===== src/common/scope_cfg.svh =====
// Configuration constants of the digitizer command and trigger controller.
// Covers the host protocol opcodes, the sample RAM geometry and the threshold coding.

`ifndef SCOPE_CFG_SVH
`define SCOPE_CFG_SVH

`define SCOPE_VERSION 17 // reported by opcode 2, selector 0

`define SCOPE_RAM_AW 10 // circular sample RAM, 1024 entries

// ----------------------------------------------------------
// host command opcodes
// ----------------------------------------------------------
`define OP_READOUT    8'd0 // read-start address, event release
`define OP_ARM        8'd1 // trigger type and length, arm, status
`define OP_INFO       8'd2 // version, board input, overrange
`define OP_TRIG_SET   8'd8 // thresholds, pretrigger, time over threshold
`define OP_DOWNSAMPLE 8'd9 // downsample step

// ----------------------------------------------------------
// threshold code to sample value mapping
// ----------------------------------------------------------
`define THRESH_CENTER 128 // host code for a zero sample
`define THRESH_SHIFT  4   // one code step is 16 ADC counts
`define THRESH_ROUND  8   // half a step, lands in the middle

`define CMD_BYTES 8 // opcode plus seven argument bytes

`endif

===== src/common/scope_pkg.sv =====
// Shared types of the digitizer controller.
// Widths follow the host protocol and the ADC, the RAM width comes from the cfg header.

`include "scope_cfg.svh"

package scope_pkg;

	typedef logic [7:0] byte_t; // stream byte or command argument

	typedef logic signed [11:0] sample_t; // ADC sample or threshold

	typedef logic [`SCOPE_RAM_AW-1:0] ram_addr_t;

	typedef logic [15:0] count16_t; // event, post-trigger and length counts

	typedef logic [31:0] word_t; // one reply word

	typedef logic [7:0] opcode_t;

	// ----------------------------------------------------------
	// acquisition state machine
	// ----------------------------------------------------------
	typedef enum logic [2:0] {
		ACQ_IDLE,             // writing, waiting for arm
		ACQ_WAIT_FIRST_FALL,  // falling trigger, waiting to go below lower
		ACQ_WAIT_SECOND_FALL, // falling trigger, counting samples above upper
		ACQ_WAIT_FIRST_RISE,  // rising trigger, waiting to go above upper
		ACQ_WAIT_SECOND_RISE, // rising trigger, counting samples below lower
		ACQ_POST,             // triggered, taking post-trigger writes
		ACQ_DONE              // event held in RAM, writes stopped
	} acq_state_t;

endpackage


===== src/common/acq_status_if.sv =====
`timescale 1ns/1ps
// Acquisition status from the trigger engine to the reply builder.

interface acq_status_if;

	logic                 idle;        // armed acquisition may start
	logic                 done;        // event held, RAM writes stopped
	scope_pkg::count16_t  event_count;
	scope_pkg::count16_t  post_count;  // 0 in idle, all ones in done
	scope_pkg::ram_addr_t read_start;  // trigger address minus pretrigger

	modport source (
		output idle,
		output done,
		output event_count,
		output post_count,
		output read_start
	);

	modport sink (
		input idle,
		input done,
		input event_count,
		input post_count,
		input read_start
	);

endinterface


===== src/common/cmd_if.sv =====
`timescale 1ns/1ps
// Decoded host command.
// The decoder strobes one known command, acquisition and reply act on it.

interface cmd_if;

	logic                   cmd_stb;    // one cycle per known command
	scope_pkg::opcode_t     opcode;
	scope_pkg::byte_t [7:1] args;       // bytes 1 to 7, stable until next strobe
	logic                   reply_done; // reply word accepted by the host

	modport decoder (
		output cmd_stb,
		output opcode,
		output args,
		input  reply_done
	);

	modport acq (
		input cmd_stb,
		input opcode,
		input args
	);

	modport reply (
		input  cmd_stb,
		input  opcode,
		input  args,
		output reply_done
	);

endinterface


===== src/rtl/scope_ctrl_top.sv =====
`timescale 1ns/1ps
// Digitizer command and trigger controller, top level.
// Host byte stream in, reply word stream out, sample RAM write control.

module scope_ctrl_top (
	input  logic                 clk,
	input  logic                 rstn,
	// host byte stream
	input  logic                 i_rx_valid,
	input  scope_pkg::byte_t     i_rx_data,
	output logic                 o_rx_ready,
	// ADC and board inputs
	input  scope_pkg::sample_t   i_sample,
	input  scope_pkg::byte_t     i_board,
	input  logic [3:0]           i_overrange,
	// sample RAM write port
	output logic                 o_ram_wr,
	output scope_pkg::ram_addr_t o_ram_wr_address,
	// reply word stream
	output logic                 o_tx_valid,
	output scope_pkg::word_t     o_tx_data,
	output logic [3:0]           o_tx_keep,
	output logic                 o_tx_last,
	input  logic                 i_tx_ready
);

	cmd_if        cmd_bus ();
	acq_status_if acq_bus ();

	// ----------------------------------------------------------
	// command decode, acquisition, reply
	// ----------------------------------------------------------
	cmd_decode cmd_decode_inst (
		.clk        (clk),
		.rstn       (rstn),
		.i_rx_valid (i_rx_valid),
		.i_rx_data  (i_rx_data),
		.o_rx_ready (o_rx_ready),
		.cmd        (cmd_bus.decoder)
	);

	trigger_acq trigger_acq_inst (
		.clk              (clk),
		.rstn             (rstn),
		.i_sample         (i_sample),
		.o_ram_wr         (o_ram_wr),
		.o_ram_wr_address (o_ram_wr_address),
		.cmd              (cmd_bus.acq),
		.stat             (acq_bus.source)
	);

	reply_tx reply_tx_inst (
		.clk         (clk),
		.rstn        (rstn),
		.i_board     (i_board),
		.i_overrange (i_overrange),
		.o_tx_valid  (o_tx_valid),
		.o_tx_data   (o_tx_data),
		.o_tx_keep   (o_tx_keep),
		.o_tx_last   (o_tx_last),
		.i_tx_ready  (i_tx_ready),
		.cmd         (cmd_bus.reply),
		.stat        (acq_bus.sink)
	);

endmodule


===== src/rtl/reply_tx.sv =====
`timescale 1ns/1ps
`include "scope_cfg.svh"
// Reply builder.
// Selects one 32-bit reply word per command and holds it on the word stream until taken.

module reply_tx (
	input  logic             clk,
	input  logic             rstn,
	input  scope_pkg::byte_t i_board,
	input  logic [3:0]       i_overrange,
	output logic             o_tx_valid,
	output scope_pkg::word_t o_tx_data,
	output logic [3:0]       o_tx_keep,
	output logic             o_tx_last,
	input  logic             i_tx_ready,
	cmd_if.reply             cmd,
	acq_status_if.sink       stat
);

	scope_pkg::word_t ovr_count [4]; // clocks spent in overrange, per ADC input
	scope_pkg::word_t reply_word;

	// ----------------------------------------------------------
	// overrange counters
	// ----------------------------------------------------------
	always_ff @(posedge clk or negedge rstn) begin
		if (!rstn) begin
			for (int i = 0; i < 4; i++) begin
				ovr_count[i] <= '0;
			end
		end else begin
			for (int i = 0; i < 4; i++) begin
				if (i_overrange[i]) begin
					ovr_count[i] <= ovr_count[i] + 32'd1;
				end
			end
		end
	end

	// ----------------------------------------------------------
	// reply selection
	// ----------------------------------------------------------
	always_comb begin
		reply_word = '0;
		case (cmd.opcode)
			`OP_READOUT: reply_word = 32'(stat.read_start);
			`OP_ARM:     reply_word = {stat.event_count, stat.post_count}; // status before arm
			`OP_INFO: begin
				case (cmd.args[1])
					8'd0: reply_word = 32'(`SCOPE_VERSION);
					8'd1: reply_word = {i_board, i_board, i_board, i_board};
					8'd2: reply_word = ovr_count[cmd.args[2][1:0]];
					8'd3: reply_word = {30'd0, stat.done, stat.idle}; // acquisition flags
					default: reply_word = '0;
				endcase
			end
			`OP_TRIG_SET:   reply_word = 32'(`OP_TRIG_SET);   // settings echo the opcode
			`OP_DOWNSAMPLE: reply_word = 32'(`OP_DOWNSAMPLE);
			default:        reply_word = '0;
		endcase
	end

	// ----------------------------------------------------------
	// word stream
	// ----------------------------------------------------------
	always_ff @(posedge clk or negedge rstn) begin
		if (!rstn) begin
			o_tx_valid <= 1'b0;
		end else if (cmd.cmd_stb) begin
			o_tx_valid <= 1'b1;
		end else if (i_tx_ready) begin
			o_tx_valid <= 1'b0; // word taken
		end
	end

	always_ff @(posedge clk) begin
		if (cmd.cmd_stb) begin
			o_tx_data <= reply_word;
		end
	end

	assign cmd.reply_done = o_tx_valid && i_tx_ready;

	// every reply is a single full word
	assign o_tx_keep = 4'b1111;
	assign o_tx_last = 1'b1;

endmodule


===== src/acq/trigger_acq.sv =====
`timescale 1ns/1ps
`include "scope_cfg.svh"
// Trigger and acquisition engine.
// Steps the circular RAM write address, detects threshold triggers with a
// time-over-threshold count and takes the post-trigger writes of each event.

module trigger_acq (
	input  logic                 clk,
	input  logic                 rstn,
	input  scope_pkg::sample_t   i_sample,
	output logic                 o_ram_wr,
	output scope_pkg::ram_addr_t o_ram_wr_address,
	cmd_if.acq                   cmd,
	acq_status_if.source         stat
);

	// settings
	scope_pkg::sample_t    lower_thresh;
	scope_pkg::sample_t    upper_thresh;
	scope_pkg::ram_addr_t  preoffset;
	scope_pkg::byte_t      tot;
	scope_pkg::count16_t   take_len;
	logic [4:0]            downsample;

	// acquisition
	scope_pkg::acq_state_t state;
	scope_pkg::sample_t    sample_q;
	logic [31:0]           ds_count;
	logic                  ds_tick;
	scope_pkg::ram_addr_t  trig_addr;
	scope_pkg::byte_t      tot_count;
	scope_pkg::count16_t   post_count;
	scope_pkg::count16_t   event_count;

	// command decode
	logic                  set_trig;
	logic                  set_arm;
	logic                  set_ds;
	logic                  release_evt;
	logic [11:0]           code_lo;
	logic [11:0]           code_hi;

	assign set_trig    = cmd.cmd_stb && (cmd.opcode == `OP_TRIG_SET);
	assign set_arm     = cmd.cmd_stb && (cmd.opcode == `OP_ARM);
	assign set_ds      = cmd.cmd_stb && (cmd.opcode == `OP_DOWNSAMPLE);
	assign release_evt = cmd.cmd_stb && (cmd.opcode == `OP_READOUT);

	// centre code and window half-width, wraps at 12 bits
	assign code_lo = {4'd0, cmd.args[1]} - {4'd0, cmd.args[2]} - 12'(`THRESH_CENTER);
	assign code_hi = {4'd0, cmd.args[1]} + {4'd0, cmd.args[2]} - 12'(`THRESH_CENTER);

	// ----------------------------------------------------------
	// settings registers
	// ----------------------------------------------------------
	always_ff @(posedge clk or negedge rstn) begin
		if (!rstn) begin
			lower_thresh <= '0;
			upper_thresh <= '0;
			preoffset    <= '0;
			tot          <= '0;
			take_len     <= '0;
			downsample   <= '0;
		end else begin
			if (set_trig) begin
				lower_thresh <= scope_pkg::sample_t'((code_lo << `THRESH_SHIFT)
				                + 12'(`THRESH_ROUND));
				upper_thresh <= scope_pkg::sample_t'((code_hi << `THRESH_SHIFT)
				                + 12'(`THRESH_ROUND));
				preoffset    <= {cmd.args[3][1:0], cmd.args[4]};
				tot          <= cmd.args[5];
			end
			if (set_arm) begin
				take_len <= {cmd.args[5], cmd.args[4]};
			end
			if (set_ds) begin
				downsample <= cmd.args[1][4:0];
			end
		end
	end

	always_ff @(posedge clk) begin
		sample_q <= i_sample;
	end

	// ----------------------------------------------------------
	// RAM write addressing
	// ----------------------------------------------------------
	assign ds_tick = ds_count[downsample]; // counter starts at 1, so 2^d clocks per step

	always_ff @(posedge clk or negedge rstn) begin
		if (!rstn) begin
			o_ram_wr         <= 1'b0;
			o_ram_wr_address <= '0;
			ds_count         <= 32'd1;
		end else if (state != scope_pkg::ACQ_DONE) begin
			o_ram_wr <= 1'b1; // keep writing so the pretrigger history is there
			if (ds_tick) begin
				ds_count         <= 32'd1;
				o_ram_wr_address <= o_ram_wr_address + 1'b1;
			end else begin
				ds_count <= ds_count + 32'd1;
			end
		end else begin
			o_ram_wr <= 1'b0; // hold the event for readout
			ds_count <= 32'd1;
		end
	end

	// ----------------------------------------------------------
	// trigger FSM and event counting
	// ----------------------------------------------------------
	always_ff @(posedge clk or negedge rstn) begin
		if (!rstn) begin
			state       <= scope_pkg::ACQ_IDLE;
			trig_addr   <= '0;
			tot_count   <= '0;
			post_count  <= '0;
			event_count <= '0;
		end else begin
			case (state)
				scope_pkg::ACQ_IDLE: begin
					tot_count <= '0;
					if (set_arm) begin
						case (cmd.args[1])
							8'd1: state <= scope_pkg::ACQ_WAIT_FIRST_FALL;
							8'd2: state <= scope_pkg::ACQ_WAIT_FIRST_RISE;
							default: begin
								trig_addr <= o_ram_wr_address; // immediate trigger
								state     <= scope_pkg::ACQ_POST;
							end
						endcase
					end
				end
				scope_pkg::ACQ_WAIT_FIRST_FALL: begin
					if (sample_q < lower_thresh) begin
						state <= scope_pkg::ACQ_WAIT_SECOND_FALL;
					end
				end
				scope_pkg::ACQ_WAIT_SECOND_FALL: begin
					if (sample_q > upper_thresh) begin
						tot_count <= tot_count + 8'd1;
						if (tot_count >= tot) begin
							trig_addr <= o_ram_wr_address;
							state     <= scope_pkg::ACQ_POST;
						end
					end
				end
				scope_pkg::ACQ_WAIT_FIRST_RISE: begin
					if (sample_q > upper_thresh) begin
						state <= scope_pkg::ACQ_WAIT_SECOND_RISE;
					end
				end
				scope_pkg::ACQ_WAIT_SECOND_RISE: begin
					if (sample_q < lower_thresh) begin
						tot_count <= tot_count + 8'd1;
						if (tot_count >= tot) begin
							trig_addr <= o_ram_wr_address;
							state     <= scope_pkg::ACQ_POST;
						end
					end
				end
				scope_pkg::ACQ_POST: begin
					if (post_count < take_len) begin
						if (ds_tick) begin
							post_count <= post_count + 16'd1; // one per address step
						end
					end else begin
						event_count <= event_count + 16'd1;
						post_count  <= '1; // host polls for all ones
						state       <= scope_pkg::ACQ_DONE;
					end
				end
				scope_pkg::ACQ_DONE: begin
					if (release_evt) begin
						post_count <= '0;
						state      <= scope_pkg::ACQ_IDLE;
					end
				end
				default: state <= scope_pkg::ACQ_IDLE;
			endcase
		end
	end

	assign stat.idle        = (state == scope_pkg::ACQ_IDLE);
	assign stat.done        = (state == scope_pkg::ACQ_DONE);
	assign stat.event_count = event_count;
	assign stat.post_count  = post_count;
	assign stat.read_start  = trig_addr - preoffset; // wraps around the circular RAM

endmodule


===== src/rtl/cmd_decode.sv =====
`timescale 1ns/1ps
`include "scope_cfg.svh"
// Host command collector.
// Gathers 8-byte commands, strobes the known ones and holds off until the reply is sent.

module cmd_decode (
	input  logic             clk,
	input  logic             rstn,
	input  logic             i_rx_valid,
	input  scope_pkg::byte_t i_rx_data,
	output logic             o_rx_ready,
	cmd_if.decoder           cmd
);

	scope_pkg::byte_t rx_buf [0:`CMD_BYTES-1]; // bytes of the command being collected
	logic [2:0]       rx_count;
	logic             rx_fire;
	logic             last_byte;
	logic             op_known;
	logic             wait_reply;

	assign rx_fire   = i_rx_valid && o_rx_ready;
	assign last_byte = (rx_count == 3'(`CMD_BYTES - 1));

	// opcode byte was stored with the first transfer
	assign op_known = (rx_buf[0] == `OP_READOUT)  ||
	                  (rx_buf[0] == `OP_ARM)      ||
	                  (rx_buf[0] == `OP_INFO)     ||
	                  (rx_buf[0] == `OP_TRIG_SET) ||
	                  (rx_buf[0] == `OP_DOWNSAMPLE);

	// ----------------------------------------------------------
	// byte counting and flow control
	// ----------------------------------------------------------
	always_ff @(posedge clk or negedge rstn) begin
		if (!rstn) begin
			rx_count    <= '0;
			o_rx_ready  <= 1'b1;
			wait_reply  <= 1'b0;
			cmd.cmd_stb <= 1'b0;
		end else begin
			cmd.cmd_stb <= 1'b0;
			if (rx_fire) begin
				if (last_byte) begin
					rx_count    <= '0;
					o_rx_ready  <= 1'b0;
					wait_reply  <= op_known; // unknown commands get no reply
					cmd.cmd_stb <= op_known;
				end else begin
					rx_count <= rx_count + 3'd1;
				end
			end else if (!o_rx_ready) begin
				if (!wait_reply) begin
					o_rx_ready <= 1'b1; // dropped command, resume collecting
				end else if (cmd.reply_done) begin
					o_rx_ready <= 1'b1;
					wait_reply <= 1'b0;
				end
			end
		end
	end

	// ----------------------------------------------------------
	// command payload
	// ----------------------------------------------------------
	always_ff @(posedge clk) begin
		if (rx_fire) begin
			rx_buf[rx_count] <= i_rx_data;
		end
		if (rx_fire && last_byte) begin
			cmd.opcode <= rx_buf[0];
			cmd.args   <= {i_rx_data, rx_buf[6], rx_buf[5], rx_buf[4],
			               rx_buf[3], rx_buf[2], rx_buf[1]}; // last byte arrives live
		end
	end

endmodule


===== config.mk =====
export PLATFORM = sky130hd
export DESIGN_NAME = scope_ctrl_top
export DESIGN_NICKNAME = d
export VERILOG_FILES = /design/src/common/scope_pkg.sv /design/src/common/acq_status_if.sv /design/src/common/cmd_if.sv /design/src/rtl/scope_ctrl_top.sv /design/src/rtl/reply_tx.sv /design/src/acq/trigger_acq.sv /design/src/rtl/cmd_decode.sv
export VERILOG_INCLUDE_DIRS = /design/src /design/src/common
export SDC_FILE = /design/constraint.sdc
export NUM_CORES = 1
export LEC_CHECK = 0
export ABC_CLOCK_PERIOD_IN_PS = 3950
export BUFFER_PORTS_ARGS = -buffer_cell sky130_fd_sc_hd__buf_2
export CORE_AREA = 10 10 194 196
export DETAILED_ROUTE_END_ITERATION = 12
export DIE_AREA = 0 0 204 206
export HOLD_SLACK_MARGIN = 0.1
export PLACE_DENSITY_LB_ADDON = 0.08
export SLEW_MARGIN = 20
export SYNTH_ARGS = -nofsm -noshare
export SYNTH_HDL_FRONTEND = slang
export SYNTH_SLANG_ARGS = --single-unit
export TNS_END_PERCENT = 1

===== constraint.sdc =====
create_clock -name clk -period 3.95 [get_ports clk]
set_input_delay 1.185 -clock clk [delete_from_list [all_inputs] [get_ports clk]]
set_output_delay 1.185 -clock clk [all_outputs]
set_load 0.02 [all_outputs]

* Yosys cells after proc, flatten, opt, wreduce, memory -nomap -nowiden
Memories as Yosys holds them, arrays and structs flattened. A register that Yosys moved wholly into a read port is not among the register bits.
Cells that the tools add are included.
** Word-level totals
- Bits in registers :: 346
- Bits in writable memories :: 64
- Bits of input ports :: 36
- Output and inout bits :: 50
- Logic and storage cells :: 158
- Memories :: 1
** Memory list
- cmd_decode_inst.rx_buf :: words 8, width 8, read ports 6, clocked after Yosys merged registers in 5, wr ports 1, line cmd_decode.sv:15 : scope_pkg::byte_t rx_buf [0:`CMD_BYTES-1];
** Operators by class
- Add/sub/neg operators :: 17
- $lt $le $gt $ge :: 6
- Equal/unequal tests :: 30
- Mux-type cells :: 50
- Bitwise gates (word level) :: 2
- Reductions and logical operators :: 26
** Operator list (count)
- $add A32 B1 Y32 const B :: 5
- $pmux W32 S5 :: 1
- $mux W32 :: 4
- $pmux W32 S4 :: 1
- $bmux W32 S2 :: 1
- $mux W10 :: 5
- $mux W16 :: 3
- $add A16 B1 Y16 const B :: 2
- $eq A8 B2 Y1 const B :: 4
- $eq A8 B4 Y1 const B :: 4
- $pmux W16 S2 :: 1
- $pmux W10 S3 :: 1
- $mux W3 :: 9
- $add A12 B4 Y12 const B :: 2
- $eq A8 B1 Y1 const B :: 3
- $logic_not A8 Y1 :: 3
- $pmux W8 S3 :: 1
- $pmux W3 S7 :: 1
- $mux W1 :: 18
- $lt A16 B16 Y1 :: 1
- $mux W8 :: 2
- $sub A8 B8 Y8 const B :: 2
- $eq A3 B3 Y1 const B :: 4
- $gt A12 B12 Y1 :: 1
- 30 further kinds :: 52

* Logic depth before layout (Yosys ltp)
Gate-level depths: netlist of run 1.
An unclocked memory read counts as a cell.
- Depth after elaboration :: 8
- Mapped depth :: 13
- Mapped depth without buffers :: 11

* Hierarchy
A second synthesis of run 1 with hierarchy kept.
** Second synthesis, totals
- Cell total of the unflattened synthesis :: 1729
- Area total of the unflattened synthesis :: 21555.7 um^2
** Modules (own cells, without submodules)
- trigger_acq :: times used 1, cells each 895, area each 9272.6 um^2, seq. area each 4020.1 um^2
- reply_tx :: times used 1, cells each 680, area each 8340.5 um^2, seq. area each 4189.0 um^2
- cmd_decode :: times used 1, cells each 154, area each 3942.5 um^2, seq. area each 3754.9 um^2

* Least setup slack after synthesis of run 1
No wires, ideal clock.
- Kind :: in2reg
- Start :: input i_rx_valid
- End :: register cmd_decode_inst.cmd.opcode[2] (netlist: cmd_bus.opcode[2]) (read register of cmd_decode_inst.rx_buf) (enable)
- Setup time :: 0.446 ns
- Data arrival time :: 3.230 ns
- Required time :: 3.504 ns
- Path slack :: 0.274 ns
- Stages on the path :: 2
- Path buffers :: 0
- Path through :: nand2_1 -> nor2_1
** On the way
- Longest elaborated chain between the ends :: 2
** RTL lines
- from (decl) :: line scope_ctrl_top.sv:9 : input logic i_rx_valid,
- $logic_and A1 B1 Y1 :: line cmd_decode.sv:22 : assign rx_fire = i_rx_valid && o_rx_ready;
- $logic_and A1 B1 Y1 :: line cmd_decode.sv:70 : if (rx_fire && last_byte) begin
- to (decl) :: line cmd_if.sv:14 : output opcode,
No other way between the ends.
A chain may end at the register's enable or synchronous reset.

* Worst setup path after layout of run 1
- Start :: register trigger_acq_inst.upper_thresh[7]
- End :: register trigger_acq_inst.trig_addr[3]
** On the way
- Longest elaborated chain between the ends :: 3
** RTL lines
- from (decl) :: line trigger_acq.sv:19 : scope_pkg::sample_t upper_thresh;
- from (signal assigned) :: line trigger_acq.sv:67 : upper_thresh <= scope_pkg::sample_t'((code_hi << `THRESH_SHIFT)
- $gt A12 B12 Y1 :: line trigger_acq.sv:140 : if (sample_q > upper_thresh) begin
- $ne A2 B1 Y1 (no line)
- $reduce_and A5 Y1 (no line)
- to (signal assigned) :: line trigger_acq.sv:128 : trig_addr <= o_ram_wr_address;
- to (signal assigned) :: line trigger_acq.sv:143 : trig_addr <= o_ram_wr_address;
- to (signal assigned) :: line trigger_acq.sv:157 : trig_addr <= o_ram_wr_address;
- to (decl) :: line trigger_acq.sv:30 : scope_pkg::ram_addr_t trig_addr;
No other way between the ends.

==> results of run 1 <==
[registers in the layout, summed over array words and instances, names as in the netlist, 5 cells and up]
name / cells
trigger_acq_inst.sample_q: 12
cmd_decode_inst.rx_buf: 42
trigger_acq_inst.upper_thresh: 9
cmd_decode_inst.cmd.args: 34
trigger_acq_inst.stat.post_count: 16
trigger_acq_inst.tot: 8
trigger_acq_inst.stat.event_count: 16
trigger_acq_inst.o_ram_wr_address: 10
trigger_acq_inst.downsample: 5
trigger_acq_inst.lower_thresh: 7
reply_tx_inst.ovr_count: 128
trigger_acq_inst.trig_addr: 10
cmd_bus.opcode: 5
trigger_acq_inst.preoffset: 10
trigger_acq_inst.take_len: 16
trigger_acq_inst.tot_count: 8
reply_tx_inst.o_tx_data: 32
trigger_acq_inst.ds_count: 32
[stage by stage]
step           std cells  cell area, sq um   util  hold slack [ns]
2_1_floorplan       1688             20000      -            0.400
3_3_place_gp        2194             20900  0.617            0.402
3_5_place_dp        2194             20900  0.617            0.405
4_1_cts             2276             22300  0.658            0.406
5_1_grt             2276             22300  0.658            0.416
6_report            2276             22300  0.658            0.410
[worst max-delay path by stage]
stage                                                  from                            end  slack [ns]  depth (start not counted)
after CTS                 trigger_acq_inst.upper_thresh[11]  trigger_acq_inst.trig_addr[8]        0.80                          9
after detailed placement  trigger_acq_inst.upper_thresh[11]  trigger_acq_inst.trig_addr[8]        0.85                          9
after global routing      trigger_acq_inst.upper_thresh[11]  trigger_acq_inst.trig_addr[8]        0.56                          9
after global placement       trigger_acq_inst.downsample[1]   trigger_acq_inst.ds_count[1]        0.91                          6
final                      trigger_acq_inst.upper_thresh[7]  trigger_acq_inst.trig_addr[3]        0.83                          9
after floorplan                                  i_rx_valid              cmd_bus.opcode[2]        0.27                          2
[metal layers]
| metal | GRT usage | wire, microns |
|---|---|---|
| met1 | 0.306 | 20400 |
| met2 | 0.352 | 21400 |
| met3 | 0.0354 | 2730 |
| met4 | 0.0555 | 946 |
| met5 | 0 | 34 |
[worst max-delay path, delay by kind of cell (launching register included)]
family / cells / cell delay [ns]
muxes: 1 / 0.40
DFF: 1 / 0.35
and+or+nand+nor: 2 / 0.88
buffers and inverters: 1 / 0.05
AOI/OAI and AO/OA: 4 / 1.03
adders and majority gates: 1 / 0.30
[cell families after synthesis]
kind of cell / after synthesis
and+or+nand+nor: 521
DFF: 414
AOI/OAI and AO/OA: 212
xor gates and xnor gates: 200
buffers and inverters: 141
muxes: 107
adders and majority gates: 88
other: 1
[power by group]
group          switching [uW]  internal [uW]
Sequential                345           4740
Clock                    1690           2300
Combinational             577            473
Total                    2620           7510
[final cells by class]
class                           count  area [sq um]  share of cell area
Timing Repair Buffer              107           638              0.0286
Clock inverter                     23           189             0.00846
Tap cell                          455           569              0.0255
Inverter                           85           319              0.0143
Multi-Input combinational cell   1133          8520               0.382
Clock buffer                       59          1210              0.0542
Sequential cell                   414         10900               0.487
[placed cells by master (no fill, tap or decap), types with 12 or more instances in the layout]
| master | instances |
|---|---|
| sky130_fd_sc_hd__nand3_1 | 75 |
| sky130_fd_sc_hd__dfrtp_1 | 283 |
| sky130_fd_sc_hd__dfxtp_1 | 12 |
| sky130_fd_sc_hd__xor2_1 | 74 |
| sky130_fd_sc_hd__nand2b_1 | 12 |
| sky130_fd_sc_hd__nor3_1 | 29 |
| sky130_fd_sc_hd__mux2_2 | 63 |
| sky130_fd_sc_hd__a21o_1 | 26 |
| sky130_fd_sc_hd__nor2_1 | 101 |
| sky130_fd_sc_hd__mux4_2 | 42 |
| sky130_fd_sc_hd__buf_4 | 25 |
| sky130_fd_sc_hd__clkbuf_1 | 12 |
| sky130_fd_sc_hd__xnor2_1 | 126 |
| sky130_fd_sc_hd__and3_1 | 45 |
| sky130_fd_sc_hd__o21ai_0 | 69 |
| sky130_fd_sc_hd__clkbuf_16 | 46 |
| sky130_fd_sc_hd__buf_2 | 79 |
| sky130_fd_sc_hd__a22oi_1 | 25 |
| sky130_fd_sc_hd__and4_1 | 15 |
| sky130_fd_sc_hd__nand4_1 | 41 |
| sky130_fd_sc_hd__a21oi_1 | 34 |
| sky130_fd_sc_hd__ha_1 | 85 |
| sky130_fd_sc_hd__edfxtp_1 | 116 |
| sky130_fd_sc_hd__nand2_1 | 151 |
| sky130_fd_sc_hd__inv_1 | 85 |
==> flow_summary.ini, run 1 <==
[yosys]
post_synthesis_sequential_area_ratio = 0.546
synth_edf_count = 116
post_synth_xor_xnor_area = 0.0878
synthTopCellsByCount = sky130_fd_sc_hd__dfrtp_1, sky130_fd_sc_hd__nand2_1, sky130_fd_sc_hd__xnor2_1
postSynthCellCount = 1684
cell_type_with_the_largest_total_area_after_synthesis = sky130_fd_sc_hd__dfrtp_1
post_synth_mux_area_share = 0.0841
synth.most_common_cell = sky130_fd_sc_hd__dfrtp_1
synth-compound-area-share = 0.0688
mappedNetlistArea_sq_um = 19900
avgSynthCellArea_sq_um = 11.8
async_reset_ff_frac = 0.691
synthAdderAreaFrac = 0.0563
synthSimpleGateAreaFrac = 0.129
synthDistinctLibCells = 67
synth_flop_cell = sky130_fd_sc_hd__dfrtp_1
ys_ff_latch = 414
synth.area.top_cells = sky130_fd_sc_hd__dfrtp_1, sky130_fd_sc_hd__edfxtp_1, sky130_fd_sc_hd__xnor2_1
largest_family_of_logic_cells_by_synthesized_area = simple AND/OR/NAND/NOR gates
synth_warnings = 0
post-synth-top-area-fraction = 0.356

[cts]
cts_buffers = 44
clk-insertion-delay-late_ns = 0.55
clkSinkCount = 414
cts_tree = built
postCtsHoldBufs = 0
cts.reportedPaths.clkPinSlew_ns = 0.06
ctsLongestPathBuffers = 3
post_cts_buffers = 0
cts_repair_resize_count = 0
clock-root-buffer = sky130_fd_sc_hd__clkbuf_16
h-tree-depth = 2

[floorplanning]
io-pin-count = 86
chipWidth_microns = 204
design.core.area_sq_um = 33900
die_area_sq_um = 42000
rows = 68
initial_utilization = 0.587
die_y_microns = 206

[worst_hold_path]
worstHoldEndpoint = cmd_decode_inst.cmd.args[13]
whs_path_depth = 0
worst_hold_path_type = reg -> reg
hold_path.startpoint = cmd_decode_inst.rx_buf[2][5]

[routing]
firstDrtPassIters = 5
routed_wirelength_microns = 45500
num_vias = 13297
drc = 0
detailedRoute.firstIterationViolations = 1011
viasPerCell = 5.84
wire_per_inst_microns = 20.0
antenna_left = 0

[setup_path]
critical_path_type = reg -> reg
rr_endpoint = trigger_acq_inst.trig_addr[3]
worst_path_max_delay_cell = sky130_fd_sc_hd__or3_1
cp_data_required_time_ns = 4.37
path_max_fanout = 11
crit_path_start_kind = flip-flop
timing.critical_path.arrival_ns = 3.54
worstSetupEndpointType = flip-flop
reg2reg_depth = 9
regToRegStartpoint = trigger_acq_inst.upper_thresh[7]
delay_of_the_slowest_cell_on_the_worst_path_ns = 0.48
setup.reg_to_reg.worst_slack_ns = 0.83
timing.critical_path.cells = inv_1, ha_1, a21oi_1, o21ai_0, a2111oi_0, o221ai_1, nand3b_1, or3_1, mux2_2

[global_routing]
antenna_violations_before_repair = 3
grt_usage = 0.219
largest_net_degree_at_the_start_of_global_routing = 97
grt_pass1_wl_microns = 73100
grt_pass1_vias = 13315
grt.overflow.total = 0

[timing]
slew_violations = 0
layout_worst_path_cycle_share = 0.791
setup_slack_ns = 0.827
max_slew.worst_pin.slew_ns = 0.946
maxSlewHeadroom = 0.366
rsz0062_at_grt = false
final-hold-violation-count = 0
setup_viol = 0
achievable-frequency_mhz = 320
fin_worst_skew_ns = 0.0232
finalWorstPathRequiredPeriod_ns = 3.12
totalNegativeSetupSlack_ns = 0

[final_layout]
nNetsFinal = 1909
areaGrowthSynthToFinish_pct = 12.0
n_antenna_cell = 0
layout-drive-gt1-share = 0.161
nFillCells = 2586

[pwr]
post-layout-total-power_uw = 10100
p_leak_uw = 0.00983
vdd_ir_drop_max_mv = 0.345
power_per_cell_area_nw_per_um2 = 453

[flow_run]
max_cap_viols = 0

[placed_design]
numPortBuffers = 80
pre_cts_slack_ns = 0.847
gp_routability_congestion = 0.895
hpwl_microns = 33400

[outcome]
status = finished, final reports clean
Power figures use the tool's default switching activity.
==> run 2: changes to the inputs <==
ABC_AREA = 1   (was default)
ABC_CLOCK_PERIOD_IN_PS = 2500   (was 3950)
CORE_AREA = 10 10 209 211   (was 10 10 194 196)
DIE_AREA = 0 0 219 221   (was 0 0 204 206)
clock period = 2.5 ns   (was 3.95 ns; I/O delays follow)
==> flow_summary.ini, run 2 <==
[final_layout]
area_used_by_multi_input_combinational_logic_sq_um = 9320
regMostFlops = reply_tx_inst.ovr_count
final_common_cell = sky130_fd_sc_hd__nand2_1
areaGrowthSynthToFinish_pct = 13.5
nFillCells = 3417
layout-drive-gt1-share = 0.132
nNetsFinal = 2700
n_antenna_cell = 0
largest_reg_flops = 128
sequential_cell_area_sq_um = 10900
largest_registers = reply_tx_inst.ovr_count x128, cmd_decode_inst.rx_buf x42, cmd_decode_inst.cmd.args x34
mostFrequentLayoutCells = sky130_fd_sc_hd__nand2_1, sky130_fd_sc_hd__inv_1, sky130_fd_sc_hd__dfrtp_1

[worst_hold_path]
worstHoldEndpoint = trigger_acq_inst.sample_q[2]
whs_path_depth = 1
hold_path.startpoint = i_sample[2]
worst_hold_path_type = in -> reg

[setup_path]
reg2reg_depth = 13
setup.reg_to_reg.worst_slack_ns = 0.14
delay_of_the_slowest_cell_on_the_worst_path_ns = 0.38
timing.critical_path.cells = inv_1, ha_1, inv_1, fa_1, nand2_1, inv_1, o21ai_1, nand2_1, nand4_1, o211ai_1, or2_2, nand3_1, nand3_1
crit_path_start_kind = flip-flop
regToRegStartpoint = trigger_acq_inst.trig_addr[0]
worst_path_most_repeated_cell = sky130_fd_sc_hd__inv_1
worstSetupEndpointType = flip-flop
worst_path_max_delay_cell = sky130_fd_sc_hd__fa_1
rr_endpoint = reply_tx_inst.o_tx_data[8]
timing.critical_path.arrival_ns = 2.65
crit_buf_inv = 3
cp_data_required_time_ns = 2.79
timing.critical_path.max_delay_family = simple AND/OR/NAND/NOR gates
critical_path_type = reg -> reg
path_max_fanout = 4

[placed_design]
numPortBuffers = 80
hpwl_microns = 41600
gp_routability_congestion = 0.935

[timing]
final-hold-violation-count = 0
setup_viol = 0
fin_worst_skew_ns = 0.0214
max_slew.worst_pin.slew_ns = 0.593
achievable-frequency_mhz = 425
layout_worst_path_cycle_share = 0.942
slew_violations = 0
finalWorstPathRequiredPeriod_ns = 2.36
rsz0062_at_grt = true
fin_worst_hold_slack_ns = 0.289
maxSlewHeadroom = 0.603
totalNegativeSetupSlack_ns = 0

[yosys]
synthDistinctLibCells = 60
synthTopCellsByCount = sky130_fd_sc_hd__nand2_1, sky130_fd_sc_hd__inv_1, sky130_fd_sc_hd__dfrtp_1
post-synth-top-area-fraction = 0.326
post_synthesis_sequential_area_ratio = 0.500
synth_warnings = 0
ys_ff_latch = 414
cell_type_with_the_largest_total_area_after_synthesis = sky130_fd_sc_hd__dfrtp_1
postSynthCellCount = 2438
mappedNetlistArea_sq_um = 21800
avgSynthCellArea_sq_um = 8.93
async_reset_ff_frac = 0.691
synth_edf_count = 116
synth.most_common_cell = sky130_fd_sc_hd__nand2_1
synth.area.top_cells = sky130_fd_sc_hd__dfrtp_1, sky130_fd_sc_hd__edfxtp_1, sky130_fd_sc_hd__nand2_1
synth_flop_cell = sky130_fd_sc_hd__dfrtp_1

[cts]
clock-root-buffer = sky130_fd_sc_hd__clkbuf_16
h-tree-depth = 2
clkSinkCount = 414
cts_buffers = 46
clk-insertion-delay-late_ns = 0.58
cts_tree = built
cts.reportedPaths.clkPinSlew_ns = 0.06
ctsLongestPathBuffers = 3

[outcome]
status = finished, final reports clean

[floorplanning]
rows = 73
initial_utilization = 0.552
die_area_sq_um = 48400
die_y_microns = 221
design.core.area_sq_um = 39500
io-pin-count = 86
chipWidth_microns = 219

[global_routing]
grt_pass1_vias = 16540
antenna_violations_before_repair = 3
grt.overflow.total = 0
grt_pass1_wl_microns = 89500
grt_usage = 0.230
largest_net_degree_at_the_start_of_global_routing = 94

[routing]
viasPerCell = 5.39
antenna_left = 0
num_vias = 16927
detailedRoute.firstIterationViolations = 1251
wire_per_inst_microns = 17.7
routed_wirelength_microns = 55400
drc = 0
firstDrtPassIters = 6

[pwr]
vdd_ir_drop_max_mv = 0.669
p_leak_uw = 0.0115
power_per_cell_area_nw_per_um2 = 802
post-layout-total-power_uw = 19800

[flow_run]
max_cap_viols = 0
[run 2: cell count changes after synthesis, moves of 61 or more]
| cell | previous run | this run |
|---|---|---|
| sky130_fd_sc_hd__inv_1 | 85 | 348 |
| sky130_fd_sc_hd__a21oi_1 | 34 | 101 |
| sky130_fd_sc_hd__nand2_1 | 151 | 497 |
| sky130_fd_sc_hd__xnor2_1 | 126 | 30 |
| sky130_fd_sc_hd__mux2_2 | 63 | 2 |
| sky130_fd_sc_hd__o21ai_0 | 69 | 185 |
| sky130_fd_sc_hd__xor2_1 | 74 | 138 |
[run 2: where the power goes]
part / internal [uW] / leakage [uW] / switching, uW / total, uW
logic: 1600 / 0.00591 / 2940 / 4540
registers: 7760 / 0.00482 / 745 / 8510
clock network: 4050 / 0.000741 / 2730 / 6780
[run 2: cell type report]
| cell class | count | area share |
|---|---|---|
| clock buffers | 66 | 0.0546 |
| clock inverters | 19 | 0.00673 |
| inverters | 359 | 0.0547 |
| multi-input cells | 1613 | 0.377 |
| flip-flops and latches | 414 | 0.440 |
| well taps | 525 | 0.0266 |
| repair buffers | 142 | 0.0401 |
[run 2: worst max path at each step]
stage	start	endpoint	slack (ns)	depth (start not counted)
6_report	trigger_acq_inst.trig_addr[0]	reply_tx_inst.o_tx_data[8]	0.14	13
5_1_grt	trigger_acq_inst.trig_addr[0]	reply_tx_inst.o_tx_data[8]	-0.06	13
4_1_cts	cmd_decode_inst.cmd.args[9]	trigger_acq_inst.upper_thresh[11]	0.04	13
3_5_place_dp	cmd_decode_inst.cmd.args[9]	trigger_acq_inst.upper_thresh[11]	0.01	13
3_3_place_gp	cmd_decode_inst.cmd.args[9]	trigger_acq_inst.upper_thresh[11]	0.05	13
2_1_floorplan	cmd_decode_inst.cmd.args[9]	trigger_acq_inst.lower_thresh[11]	-0.13	13
[run 2: worst reg2reg max path: stages (launching register included)]
cell and delay (ns):
sky130_fd_sc_hd__dfrtp_1 0.37, sky130_fd_sc_hd__inv_1 0.05, sky130_fd_sc_hd__ha_1 0.15, sky130_fd_sc_hd__inv_1 0.09, sky130_fd_sc_hd__fa_1 0.38, sky130_fd_sc_hd__nand2_1 0.08
sky130_fd_sc_hd__inv_1 0.05, sky130_fd_sc_hd__o21ai_1 0.13, sky130_fd_sc_hd__nand2_1 0.10, sky130_fd_sc_hd__nand4_1 0.08, sky130_fd_sc_hd__o211ai_1 0.11, sky130_fd_sc_hd__or2_2 0.29
sky130_fd_sc_hd__nand3_1 0.12, sky130_fd_sc_hd__nand3_1 0.09
[run 2: logic make-up (layout without fill, tap and decap cells)]
group           count (synthesis)  after routing  share of synthesized area
compound gates                350            350                     0.0858
xor+xnor                      168            168                     0.0676
fa+ha+maj                      88             88                     0.0516
buf+inv                       415            586                     0.0754
flops                         414            414                      0.500
mux                             2              2                    0.00103
other cells                     1              5                   0.000172
simple gates                 1000           1000                      0.219
[run 2: repair_timing]
action	CTS	global route
endpoints found under the setup margin	1	24
pin swaps	0	1
hold buffers	1	0
resized for setup	1	15
endpoints found under the hold margin	9	0
buffers inserted	0	1
[run 2: per-stage QoR]
stage | utilization | area [sq um] | worst slack (ns) | instances
floorplan | - | 21800 | -0.135 | 2442
CTS | 0.625 | 24700 | 0.0426 | 3137
global route | 0.627 | 24700 | -0.0610 | 3138
finish | 0.627 | 24700 | 0.145 | 3138
detailed placement | 0.587 | 23100 | 0.0131 | 3051
global placement | 0.587 | 23100 | 0.0503 | 3051
[run 2: layer usage]
layer,GRT usage,part of all wire
met2,0.357,0.46
met4,0.0696,0.024
met5,0,0.00020
met1,0.328,0.46
met3,0.0322,0.059
